<file path="config.mk">
export PLATFORM = sky130hd
export DESIGN_NAME = sync_aggr_top
export DESIGN_NICKNAME = d
export VERILOG_FILES = /design/src/sync_aggr_ctrl_pkg.sv /design/src/sync_aggr_pkg.sv /design/src/sync_aggr_top.sv /design/src/aggr_emit_ctrl.sv /design/src/timestamp_align_determination.sv /design/src/pipe_fifo.sv
export SDC_FILE = /design/constraint.sdc
export NUM_CORES = 2
export LEC_CHECK = 0
export BUFFER_PORTS_ARGS = -buffer_cell sky130_fd_sc_hd__buf_2
export CAP_MARGIN = 40
export CORE_ASPECT_RATIO = 2
export CORE_MARGIN = 2
export CORE_UTILIZATION = 42
export CTS_BUF_LIST = sky130_fd_sc_hd__clkbuf_8 sky130_fd_sc_hd__clkbuf_16
export CTS_CLUSTER_DIAMETER = 30
export DETAILED_ROUTE_END_ITERATION = 8
export HOLD_SLACK_MARGIN = 0.1
export PLACE_DENSITY = 0.65
export SYNTH_ARGS = -nofsm -noshare
export SYNTH_HDL_FRONTEND = slang
export SYNTH_HIERARCHICAL = 1
export SYNTH_SLANG_ARGS = --single-unit
</file>
<file path="constraint.sdc">
create_clock -name clk -period 26.1 [get_ports clk]
set_input_delay 3.915 -clock clk [delete_from_list [all_inputs] [get_ports clk]]
set_output_delay 3.915 -clock clk [all_outputs]
set_load 0.03 [all_outputs]
</file>
<file path="src/sync_aggr_ctrl_pkg.sv">
// ============================
// Emit FSM states, alignment
// latency and output credits
// ============================
`default_nettype none

package sync_aggr_ctrl_pkg;

    // Emit controller states
    typedef enum logic [1:0] {
        IDLE,
        ALIGN_WAIT,
        EMIT
    } aggr_state_e;

    // Start cycle to verdict cycle
    localparam logic [2:0] ALIGN_LAT = 3'd4;

    // Output credit counter
    localparam int CREDIT_W = 3;
    localparam logic [CREDIT_W-1:0] CREDIT_MAX = 3'd4;

endpackage

`default_nettype wire

</file>
<file path="src/sync_aggr_pkg.sv">
// ============================
// Packet layout, pipe count and
// per-pipe FIFO sizing
// ============================
`default_nettype none

package sync_aggr_pkg;

    // Number of input pipes
    localparam int NUM_PIPES = 4;
    localparam int PIPE_ID_W = 2;

    // Packet fields, timestamp in the low bits
    localparam int TS_W      = 80;
    localparam int PAYLOAD_W = 22;
    localparam int PKT_W     = PAYLOAD_W + TS_W;

    // Timeout threshold width
    localparam int THRESH_W = 20;

    // Per-pipe FIFO
    localparam int FIFO_DEPTH = 8;
    localparam int FIFO_AW    = 3;

    // Marks an empty head in the min search
    localparam logic [TS_W-1:0] TS_MAX = '1;

endpackage

`default_nettype wire
</file>
<file path="src/sync_aggr_top.sv">
// ============================
// Aggregator top, four pipe
// FIFOs, alignment and emit FSM
// ============================
`timescale 1ns/1ps
`default_nettype none

module sync_aggr_top
    import sync_aggr_pkg::*;
(
    input  wire logic                 clk,
    input  wire logic                 rst_n,
    input  wire logic [NUM_PIPES-1:0] pipe_wr_en,
    input  wire logic [PKT_W-1:0]     pipe_wr_data_0,
    input  wire logic [PKT_W-1:0]     pipe_wr_data_1,
    input  wire logic [PKT_W-1:0]     pipe_wr_data_2,
    input  wire logic [PKT_W-1:0]     pipe_wr_data_3,
    input  wire logic [NUM_PIPES-1:0] pipe_normal_bitmap,
    input  wire logic [NUM_PIPES-1:0] pipe_restart_bitmap,
    input  wire logic [THRESH_W-1:0]  timeout_threshold,
    input  wire logic [TS_W-1:0]      local_timestamp,
    input  wire logic                 credit_return,
    output logic      [NUM_PIPES-1:0] pipe_full,
    output logic                      out_vld,
    output logic      [PIPE_ID_W-1:0] out_pipe,
    output logic      [PKT_W-1:0]     out_data
);

    logic [NUM_PIPES-1:0] head_vld;
    logic [PKT_W-1:0]     head_data_0, head_data_1, head_data_2, head_data_3;
    logic [NUM_PIPES-1:0] pop;
    logic                 start_align;
    logic                 align_pass;
    logic [NUM_PIPES-1:0] align_pass_bitmap;

    // Input pipes
    pipe_fifo fifo_0_inst (.clk(clk), .rst_n(rst_n), .wr_en(pipe_wr_en[0]),
        .wr_data(pipe_wr_data_0), .rd_en(pop[0]), .full(pipe_full[0]),
        .head_vld(head_vld[0]), .head_data(head_data_0));
    pipe_fifo fifo_1_inst (.clk(clk), .rst_n(rst_n), .wr_en(pipe_wr_en[1]),
        .wr_data(pipe_wr_data_1), .rd_en(pop[1]), .full(pipe_full[1]),
        .head_vld(head_vld[1]), .head_data(head_data_1));
    pipe_fifo fifo_2_inst (.clk(clk), .rst_n(rst_n), .wr_en(pipe_wr_en[2]),
        .wr_data(pipe_wr_data_2), .rd_en(pop[2]), .full(pipe_full[2]),
        .head_vld(head_vld[2]), .head_data(head_data_2));
    pipe_fifo fifo_3_inst (.clk(clk), .rst_n(rst_n), .wr_en(pipe_wr_en[3]),
        .wr_data(pipe_wr_data_3), .rd_en(pop[3]), .full(pipe_full[3]),
        .head_vld(head_vld[3]), .head_data(head_data_3));

    // Verdict from the same heads the controller pops
    timestamp_align_determination align_inst (
        .clk(clk), .rst_n(rst_n), .timeout_threshold(timeout_threshold),
        .pipe_normal_bitmap(pipe_normal_bitmap), .pipe_restart_bitmap(pipe_restart_bitmap),
        .head_vld(head_vld), .head_data_0(head_data_0), .head_data_1(head_data_1),
        .head_data_2(head_data_2), .head_data_3(head_data_3),
        .local_timestamp(local_timestamp), .start_timestamp_align(start_align),
        .timestamp_align_pass(align_pass), .timestamp_align_fail(),
        .timestamp_align_pass_bitmap(align_pass_bitmap));

    aggr_emit_ctrl emit_inst (
        .clk(clk), .rst_n(rst_n), .head_vld(head_vld),
        .head_data_0(head_data_0), .head_data_1(head_data_1),
        .head_data_2(head_data_2), .head_data_3(head_data_3),
        .timestamp_align_pass(align_pass), .timestamp_align_pass_bitmap(align_pass_bitmap),
        .credit_return(credit_return), .start_timestamp_align(start_align), .pop(pop),
        .out_vld(out_vld), .out_pipe(out_pipe), .out_data(out_data));

endmodule

`default_nettype wire

</file>
<file path="src/aggr_emit_ctrl.sv">
// ============================
// Round FSM, in-order pops and
// output credit counter
// ============================
`timescale 1ns/1ps
`default_nettype none

module aggr_emit_ctrl
    import sync_aggr_pkg::*;
    import sync_aggr_ctrl_pkg::*;
(
    input  wire logic                 clk,
    input  wire logic                 rst_n,
    input  wire logic [NUM_PIPES-1:0] head_vld,
    input  wire logic [PKT_W-1:0]     head_data_0,
    input  wire logic [PKT_W-1:0]     head_data_1,
    input  wire logic [PKT_W-1:0]     head_data_2,
    input  wire logic [PKT_W-1:0]     head_data_3,
    input  wire logic                 timestamp_align_pass,
    input  wire logic [NUM_PIPES-1:0] timestamp_align_pass_bitmap,
    input  wire logic                 credit_return,
    output logic                      start_timestamp_align,
    output logic      [NUM_PIPES-1:0] pop,
    output logic                      out_vld,
    output logic      [PIPE_ID_W-1:0] out_pipe,
    output logic      [PKT_W-1:0]     out_data
);

    aggr_state_e                state;
    logic [$bits(ALIGN_LAT)-1:0] lat_cnt;
    logic [NUM_PIPES-1:0]        emit_map;
    logic [NUM_PIPES-1:0]        emit_map_nxt;
    logic [PIPE_ID_W-1:0]        sel_idx;
    logic [CREDIT_W-1:0]         credit_cnt;

    // Lowest pipe still waiting in this round
    always_comb begin
        sel_idx = '0;
        for (int i = NUM_PIPES - 1; i >= 0; i--) begin
            if (emit_map[i]) begin
                sel_idx = PIPE_ID_W'(i);
            end
        end
    end

    // One packet per cycle while credits last
    assign out_vld  = (state == EMIT) && (emit_map != '0) && (credit_cnt != '0);
    assign out_pipe = sel_idx;
    assign pop      = out_vld ? (NUM_PIPES'(1) << sel_idx) : '0;
    assign emit_map_nxt = emit_map & ~pop;

    // Head mux for the selected pipe
    always_comb begin
        case (sel_idx)
            2'd0:    out_data = head_data_0;
            2'd1:    out_data = head_data_1;
            2'd2:    out_data = head_data_2;
            default: out_data = head_data_3;
        endcase
    end

    // ==============================
    // Round FSM
    // ==============================
    always_ff @(posedge clk or negedge rst_n) begin
        if (!rst_n) begin
            state                 <= IDLE;
            start_timestamp_align <= 1'b0;
            lat_cnt               <= '0;
            emit_map              <= '0;
        end else begin
            start_timestamp_align <= 1'b0;
            case (state)
                IDLE: begin
                    // Start pulse goes out with the first ALIGN_WAIT cycle
                    start_timestamp_align <= 1'b1;
                    lat_cnt               <= '0;
                    state                 <= ALIGN_WAIT;
                end
                ALIGN_WAIT: begin
                    if (lat_cnt == ALIGN_LAT) begin
                        // Verdict cycle
                        if (timestamp_align_pass && (timestamp_align_pass_bitmap != '0)) begin
                            emit_map <= timestamp_align_pass_bitmap;
                            state    <= EMIT;
                        end else begin
                            state <= IDLE;
                        end
                    end else begin
                        lat_cnt <= lat_cnt + 1'b1;
                    end
                end
                EMIT: begin
                    emit_map <= emit_map_nxt;
                    // Round ends with the last pop
                    if (emit_map_nxt == '0) begin
                        state <= IDLE;
                    end
                end
                default: state <= IDLE;
            endcase
        end
    end

    // Output credits, one spent per out_vld
    always_ff @(posedge clk or negedge rst_n) begin
        if (!rst_n) begin
            credit_cnt <= CREDIT_MAX;
        end else begin
            case ({out_vld, credit_return})
                2'b10:   credit_cnt <= credit_cnt - 1'b1;
                2'b01:   credit_cnt <= credit_cnt + 1'b1;
                default: credit_cnt <= credit_cnt;
            endcase
        end
    end

    // Consumer returns no more than it was given
    a_credit_max: assert property (@(posedge clk) disable iff (!rst_n)
        credit_cnt <= CREDIT_MAX);
    a_no_vld_wo_credit: assert property (@(posedge clk) disable iff (!rst_n)
        out_vld |-> (credit_cnt != '0) && head_vld[out_pipe]);

endmodule

`default_nettype wire

</file>
<file path="src/timestamp_align_determination.sv">
// ============================
// Three-stage oldest-timestamp
// and timeout check, pass bitmap
// ============================
`timescale 1ns/1ps
`default_nettype none

module timestamp_align_determination
    import sync_aggr_pkg::*;
    import sync_aggr_ctrl_pkg::*;
(
    input  wire logic                 clk,
    input  wire logic                 rst_n,
    input  wire logic [THRESH_W-1:0]  timeout_threshold,
    input  wire logic [NUM_PIPES-1:0] pipe_normal_bitmap,
    input  wire logic [NUM_PIPES-1:0] pipe_restart_bitmap,
    input  wire logic [NUM_PIPES-1:0] head_vld,
    input  wire logic [PKT_W-1:0]     head_data_0,
    input  wire logic [PKT_W-1:0]     head_data_1,
    input  wire logic [PKT_W-1:0]     head_data_2,
    input  wire logic [PKT_W-1:0]     head_data_3,
    input  wire logic [TS_W-1:0]      local_timestamp,
    input  wire logic                 start_timestamp_align,
    output logic                      timestamp_align_pass,
    output logic                      timestamp_align_fail,
    output logic      [NUM_PIPES-1:0] timestamp_align_pass_bitmap
);

    // Smaller of two timestamps, an invalid side counts as TS_MAX
    function automatic logic [TS_W-1:0] pair_min(
        input logic            vld_a,
        input logic [TS_W-1:0] ts_a,
        input logic            vld_b,
        input logic [TS_W-1:0] ts_b
    );
        logic [TS_W-1:0] a_eff;
        logic [TS_W-1:0] b_eff;
        a_eff = vld_a ? ts_a : TS_MAX;
        b_eff = vld_b ? ts_b : TS_MAX;
        return (a_eff < b_eff) ? a_eff : b_eff;
    endfunction

    logic [NUM_PIPES-1:0] check_map;
    logic [NUM_PIPES-1:0] ready_map;
    logic [TS_W-1:0]      s2_offset;

    // Stage registers
    logic                 s1_vld, s2_vld, s3_vld;
    logic [NUM_PIPES-1:0] s1_check, s2_check, s3_check;
    logic [NUM_PIPES-1:0] s1_ready, s2_ready, s3_ready;
    logic                 s1_all_rdy, s2_all_rdy, s3_all_rdy;
    logic [TS_W-1:0]      s1_min01, s1_min23;
    logic [TS_W-1:0]      s1_local, s2_local;
    logic [THRESH_W-1:0]  s1_thresh, s2_thresh;
    logic [TS_W-1:0]      s2_oldest;
    logic                 s3_timeout;

    // Checked pipes and those with a head
    assign check_map = pipe_normal_bitmap | pipe_restart_bitmap;
    assign ready_map = check_map & head_vld;

    // Age of the oldest head, wraps modulo 2^TS_W
    assign s2_offset = s2_local - s2_oldest;

    // Valid chain, one start accepted per cycle
    always_ff @(posedge clk or negedge rst_n) begin
        if (!rst_n) begin
            s1_vld <= 1'b0;
            s2_vld <= 1'b0;
            s3_vld <= 1'b0;
        end else begin
            s1_vld <= start_timestamp_align;
            s2_vld <= s1_vld;
            s3_vld <= s2_vld;
        end
    end

    // ==============================
    // Stage 1, pairwise minima
    // ==============================
    always_ff @(posedge clk) begin
        if (start_timestamp_align) begin
            s1_check   <= check_map;
            s1_ready   <= ready_map;
            s1_all_rdy <= (ready_map == check_map);
            s1_min01   <= pair_min(ready_map[0], head_data_0[TS_W-1:0],
                                   ready_map[1], head_data_1[TS_W-1:0]);
            s1_min23   <= pair_min(ready_map[2], head_data_2[TS_W-1:0],
                                   ready_map[3], head_data_3[TS_W-1:0]);
            s1_local   <= local_timestamp;
            s1_thresh  <= timeout_threshold;
        end
    end

    // ==============================
    // Stage 2, overall oldest head
    // ==============================
    always_ff @(posedge clk) begin
        if (s1_vld) begin
            s2_check   <= s1_check;
            s2_ready   <= s1_ready;
            s2_all_rdy <= s1_all_rdy;
            s2_oldest  <= pair_min(1'b1, s1_min01, 1'b1, s1_min23);
            s2_local   <= s1_local;
            s2_thresh  <= s1_thresh;
        end
    end

    // ==============================
    // Stage 3, timeout against threshold
    // ==============================
    always_ff @(posedge clk) begin
        if (s2_vld) begin
            s3_check   <= s2_check;
            s3_ready   <= s2_ready;
            s3_all_rdy <= s2_all_rdy;
            s3_timeout <= (s2_offset >= TS_W'(s2_thresh));
        end
    end

    // Verdict register, idle value is fail with an empty bitmap
    always_ff @(posedge clk or negedge rst_n) begin
        if (!rst_n) begin
            timestamp_align_pass        <= 1'b0;
            timestamp_align_fail        <= 1'b1;
            timestamp_align_pass_bitmap <= '0;
        end else if (s3_vld && s3_all_rdy) begin
            // Every checked pipe has data
            timestamp_align_pass        <= 1'b1;
            timestamp_align_fail        <= 1'b0;
            timestamp_align_pass_bitmap <= s3_check;
        end else if (s3_vld && s3_timeout) begin
            // Oldest head waited long enough, serve what is there
            timestamp_align_pass        <= 1'b1;
            timestamp_align_fail        <= 1'b0;
            timestamp_align_pass_bitmap <= s3_ready;
        end else begin
            timestamp_align_pass        <= 1'b0;
            timestamp_align_fail        <= 1'b1;
            timestamp_align_pass_bitmap <= '0;
        end
    end

    a_verdict_excl: assert property (@(posedge clk) disable iff (!rst_n)
        !(timestamp_align_pass && timestamp_align_fail));

endmodule

`default_nettype wire

</file>
<file path="src/pipe_fifo.sv">
// ============================
// First-word-fall-through FIFO
// for one input pipe
// ============================
`timescale 1ns/1ps
`default_nettype none

module pipe_fifo
    import sync_aggr_pkg::*;
(
    input  wire logic             clk,
    input  wire logic             rst_n,
    input  wire logic             wr_en,
    input  wire logic [PKT_W-1:0] wr_data,
    input  wire logic             rd_en,
    output logic                  full,
    output logic                  head_vld,
    output logic      [PKT_W-1:0] head_data
);

    logic [PKT_W-1:0] mem [FIFO_DEPTH];
    logic [FIFO_AW-1:0] wr_ptr;
    logic [FIFO_AW-1:0] rd_ptr;
    logic [FIFO_AW:0]   count;
    logic               wr_ok;
    logic               rd_ok;

    // Drop writes when full, ignore reads when empty
    assign wr_ok = wr_en && !full;
    assign rd_ok = rd_en && head_vld;

    assign full      = (count == (FIFO_AW + 1)'(FIFO_DEPTH));
    assign head_vld  = (count != '0);
    // Head falls through from the read pointer
    assign head_data = mem[rd_ptr];

    // Pointers wrap at the power-of-two depth
    always_ff @(posedge clk or negedge rst_n) begin
        if (!rst_n) begin
            wr_ptr <= '0;
            rd_ptr <= '0;
            count  <= '0;
        end else begin
            if (wr_ok) begin
                wr_ptr <= wr_ptr + 1'b1;
            end
            if (rd_ok) begin
                rd_ptr <= rd_ptr + 1'b1;
            end
            case ({wr_ok, rd_ok})
                2'b10:   count <= count + 1'b1;
                2'b01:   count <= count - 1'b1;
                default: count <= count;
            endcase
        end
    end

    // Storage array
    always_ff @(posedge clk) begin
        if (wr_ok) begin
            mem[wr_ptr] <= wr_data;
        end
    end

    // Writer must honour full, reader must honour head_vld
    a_no_overflow: assert property (@(posedge clk) disable iff (!rst_n) wr_en |-> !full);
    a_no_underflow: assert property (@(posedge clk) disable iff (!rst_n) rd_en |-> head_vld);

endmodule

`default_nettype wire

</file>
======== Yosys cells after proc, flatten, opt, wreduce, memory -nomap -nowiden ========
Memory sizes are Yosys's and may differ from the RTL's.
Cells that the tools add are included.
Widths: inputs -> output; s select.
word-level totals
  bits in writable memories ............... 3264
  input bits .............................. 523
  memories kept ........................... 4
  flip-flop bits (word level) ............. 529
  logic and storage cells ................. 173
  output and inout bits ................... 109
operators by class
  add/sub/neg operators ................... 20
  mux-type cells .......................... 40
  bitwise gates (word level) .............. 4
  $lt $le $gt $ge ......................... 4
  eq/ne operators ......................... 24
  shifts and indexed selects .............. 1
  reduce and logical (&&, ||, !) cells .... 37
memory list
  memory           depth  bits a word  read ports  clocked after Yosys merged registers in  wr ports  RTL line         source
  fifo_0_inst.mem  8      102          1           0                                        1         pipe_fifo.sv:21  logic [PKT_W-1:0] mem [FIFO_DEPTH];
  fifo_1_inst.mem  8      102          1           0                                        1         pipe_fifo.sv:21
  fifo_2_inst.mem  8      102          1           0                                        1         pipe_fifo.sv:21
  fifo_3_inst.mem  8      102          1           0                                        1         pipe_fifo.sv:21
operator list
  cell                 number
  $mux 80              7
  $pmux 102 s3         1
  $lt 80x80->1         3
  $ge 80x20->1         1
  $sub 80x80->80       1
  $pmux 4 s2           5
  $add 3x1->3 const B  10
  $reduce_bool 4->1    6
  $mux 4               5
  $add 4x1->4 const B  4
  $eq 4x4->1 const B   4
  $sub 4x1->4 const B  4
  $eq 2x1->1 const B   7
  $eq 2x2->1 const B   7
  $mux 2               7
  $reduce_bool 2->1    7
  $logic_and 1x1->1    13
  $pmux 3 s2           2
  $mux 1               11
  $and 4x4->4          2
  $pmux 2 s3           1
  $eq 4x4->1           1
  $logic_not 1->1      4
  $logic_not 2->1      2
  12 further kinds     15

======== Longest topological paths before layout ========
  depth after elaboration ................. 11
  depth in mapped cells ................... 24
  gate-level depth less buffers ........... 24

======== Hierarchy ========
The synthesis kept the hierarchy.
by module, submodules not included
  module                         seq. area each (sq um)  instances  area an instance (sq um)  cells an instance
  pipe_fifo at fifo_2_inst ...   24753.7                 2          31525.2                   1244
  pipe_fifo at fifo_0_inst ...   24753.7                 2          31522.7                   1244
  timestamp_align_determination  14279.9                 1          30425.4                   2903
  aggr_emit_ctrl                 326.6                   1          3594.7                    647

======== Least setup slack after synthesis ========
Ideal clock, no wire load.
  kind .................................... input to register
  from .................................... input port pipe_wr_en[0]
  to ...................................... memory fifo_0_inst/mem[1][0] in the netlist's numbering, enable pin
  stages on the path ...................... 2
  library setup time ...................... 0.688 ns
  required time ........................... 25.412 ns
  buffers on the path ..................... 0
  slack ................................... 14.466 ns
  arrival time ............................ 10.946 ns
  cells stage by stage .................... nand3_1 > nor3_1
between the ends
  word-level cells in the longest chain between the ends .. 3
ends and longest elaborated chain
  item                          RTL line             source
  from (decl)                   sync_aggr_top.sv:13  input wire logic [NUM_PIPES-1:0] pipe_wr_en,
  $logic_and 1x1->1             pipe_fifo.sv:29      assign wr_ok = wr_en && !full;
  $mux 1                        pipe_fifo.sv:60      if (wr_ok) begin
  $mux 1 (implied by the code)  pipe_fifo.sv:61      mem[wr_ptr] <= wr_data;
  to (decl)                     pipe_fifo.sv:21
Every way passes these cells.

======== Worst setup path in the final report ========
  from .................................... register fifo_3_inst.rd_ptr[0]
  to ...................................... output port out_data[15]
between the ends
  word-level cells in the longest chain between the ends .. 2
ends and longest elaborated chain
  item                    RTL line              source
  from (decl)             pipe_fifo.sv:23       logic [FIFO_AW-1:0] rd_ptr;
  from (signal assigned)  pipe_fifo.sv:48       rd_ptr <= rd_ptr + 1'b1;
  $mem_v2 8x102           --
  net head_data_3[15]     sync_aggr_top.sv:30   logic [PKT_W-1:0] head_data_0, head_data_1, head_data_2, head_data_3;
  $pmux 102 s3            aggr_emit_ctrl.sv:54  case (sel_idx)
  to (decl)               sync_aggr_top.sv:26   output logic [PKT_W-1:0] out_data
The timed path passes the listed nets, and every way through them passes these cells.

==> results_dict.tcl <==
set metrics [dict create \
    die_y_um 877 \
    pin_count 632 \
    die_x_um 441 \
    setup_tns_ns 0 \
    clockPowerShare 0.282 \
    finalCriticalPeriod_ns 10.26 \
    num_vias 85300 \
    drtAntennaViolNets 0 \
    post_drt_wl_per_cell_um 31.0 \
    crit_required_ns 22.18 \
    core_area_sq_um 380000 \
    combPwrFrac 0.351 \
    p_sw_frac 0.361 \
    viasPerCell 5.71 \
    yosysWarnings 6 \
    cts_resized 0 \
    start_kind "flop" \
    first_pass_iters 6 \
    drt_iter0_drc 8013 \
    dp_cells 14000 \
    area_growth_pct 15.9 \
    clockBufferDepth 4 \
    syn_nets 9412 \
    tightestPinTransition_ns 1.03 \
    antenna_found_initial 252 \
    place_hpwl_um 330000 \
    start_util 0.422 \
    port_buffers 631 \
    fin_skew_ns 0.0868 \
    cts_max_level 5 \
    cp.arrival_ns 6.34 \
    power.internal_mw 14.7 \
    finalNetCount 10300 \
    p_leak_nw 62.9 \
    slew_headroom 0.307 \
    cts_root_buffer "clkbuf_16" \
    post-route-period-util 0.393 \
    grt_max_degree 97 \
    clock_latency_ns 1.00 \
    worstSetupEndpointType "output port" \
    clk_pin_slew_ns 0.06 \
    syn_inst 8524 \
    crit_type "flop to output port" \
    fillCellCount 31000 \
    synth_area_sq_um 160000 \
    ctsHoldBuffers 0 \
    ir_drop_uv 86.5 \
    grt_use_total 0.236 \
    cts_tree "built" \
    net-switching-power_mw 8.33 \
    grt_overflow 0 \
    whs_ns 0.370 \
    min_path_type "flop to flop" \
    slew_violations 0 \
    mostFrequentLayoutCells "edfxtp_1, mux4_2, buf_2" \
    drt-total-wl_um 464000 \
    powerDensity_nw_per_um2 124 \
    multi_input_area_sq_um 42700 \
    post_cts_buffers 0 \
    grt_pass1_vias 86800 \
    final-seq-area_sq_um 114000 \
    rsz0062_at_grt "false" \
    status "finished clean" \
    syn_area_per_cell_sq_um 18.8 \
    grt_first_pass_wirelength_um 648000 \
    core.rowCount 320 \
    clock_sinks 3793 \
    p_seq_frac 0.367 \
    drive_gt1_frac 0.314 \
    die_area_sq_um 386000 \
    drc 0 \
    max_freq_ghz 0.0975 \
    final_common_cell "edfxtp_1" \
    cts_buffers 452 \
    final_cells 15000 \
    gp_congestion 0.967 \
    place_ws_ns 16.07 \
    report.final.setup_viol 0 \
    stdcell_area_sq_um 185000 \
    place_area_sq_um 169000 \
    fin_ws_ns 15.84 \
    cp_max_fo 41 \
    maxCapViolCount 0 \
    hold_viol_final 0 \
]
## power groups by stage
stage | combinational [mW] | clock (mW) | sequential (mW)
global route | 8.61 | 6.82 | 8.54
CTS | 8.14 | 6.59 | 8.47
floorplan | 5.26 | 0 | 8.59
global placement | 7.91 | 0 | 8.53
finish | 8.10 | 6.49 | 8.46
detailed placement | 8.10 | 0 | 8.58
## metal layers
layer	track usage	vias up	wire length [um]
met5	0	-	998
met4	0.0962	160	21400
met3	0.0585	999	36400
met2	0.396	3221	230000
met1	0.292	44800	176000
li1	-	36200	-
## state kept, by name, indices dropped and copies added (netlist names), 4 cells and up
| register | count |
|---|---|
| align_inst/s1_check | 4 |
| align_inst/s1_local | 80 |
| align_inst/s1_min01 | 80 |
| align_inst/s1_min23 | 80 |
| align_inst/s1_ready | 4 |
| align_inst/s1_thresh | 20 |
| align_inst/s2_check | 4 |
| align_inst/s2_local | 80 |
| align_inst/s2_oldest | 80 |
| align_inst/s2_ready | 4 |
| align_inst/s2_thresh | 20 |
| align_inst/s3_check | 4 |
| align_inst/s3_ready | 4 |
| align_inst/timestamp_align_pass_bitmap | 4 |
| emit_inst/emit_map | 4 |
| fifo_0_inst/count | 4 |
| fifo_0_inst/mem | 816 |
| fifo_1_inst/count | 4 |
| fifo_1_inst/mem | 816 |
| fifo_2_inst/count | 4 |
| fifo_2_inst/mem | 816 |
| fifo_3_inst/count | 4 |
| fifo_3_inst/mem | 816 |
## worst max-delay path, cell delays in order, from the launching register on
cell and delay (ns):
dfrtp_4 0.60, buf_4 0.64, buf_4 0.74, buf_4 0.78, buf_4 0.78, mux4_2 0.37, mux2_4 0.18, nor2_2 0.04
a31oi_1 0.69, buf_2 0.34
## cell type report
type                            count  share of cell area
Timing Repair Buffer              842              0.0290
Sequential cell                  3793               0.613
Clock buffer                      456              0.0615
Tap cell                         4991              0.0337
Inverter                          390             0.00791
Multi-Input combinational cell   3962               0.230
Antenna cell                      135             0.00182
Clock inverter                    383              0.0234
## per-stage QoR
| step | utilization | power (mW) |
|---|---|---|
| 4_1_cts | 0.488 | 23.2 |
| 3_5_place_dp | 0.446 | 16.7 |
| 3_3_place_gp | 0.444 | 16.4 |
| 2_1_floorplan | - | 13.9 |
| 5_1_grt | 0.488 | 24.0 |
| 6_report | 0.489 | 23.1 |
## worst paths after layout
check,from,endpoint,slack [ns],depth (start not counted)
max,fifo_3_inst/rd_ptr[0]$_DFFE_PN0P_,out_data[15],15.84,9
min,align_inst/s1_local[47]$_DFFE_PP_,align_inst/s2_local[47]$_DFFE_PP_,0.37,0
max reg2reg,fifo_3_inst/rd_ptr[0]$_DFFE_PN0P_,align_inst/s1_min23[18]$_DFFE_PP_,17.39,21
min reg2reg,align_inst/s1_local[47]$_DFFE_PP_,align_inst/s2_local[47]$_DFFE_PP_,0.37,0
max in group asynchronous,rst_n,fifo_1_inst/rd_ptr[2]$_DFFE_PN0P_,22.06,2
min in group asynchronous,rst_n,fifo_2_inst/wr_ptr[1]$_DFFE_PN0P_,2.81,1
(Power assumes the default switching activity.)
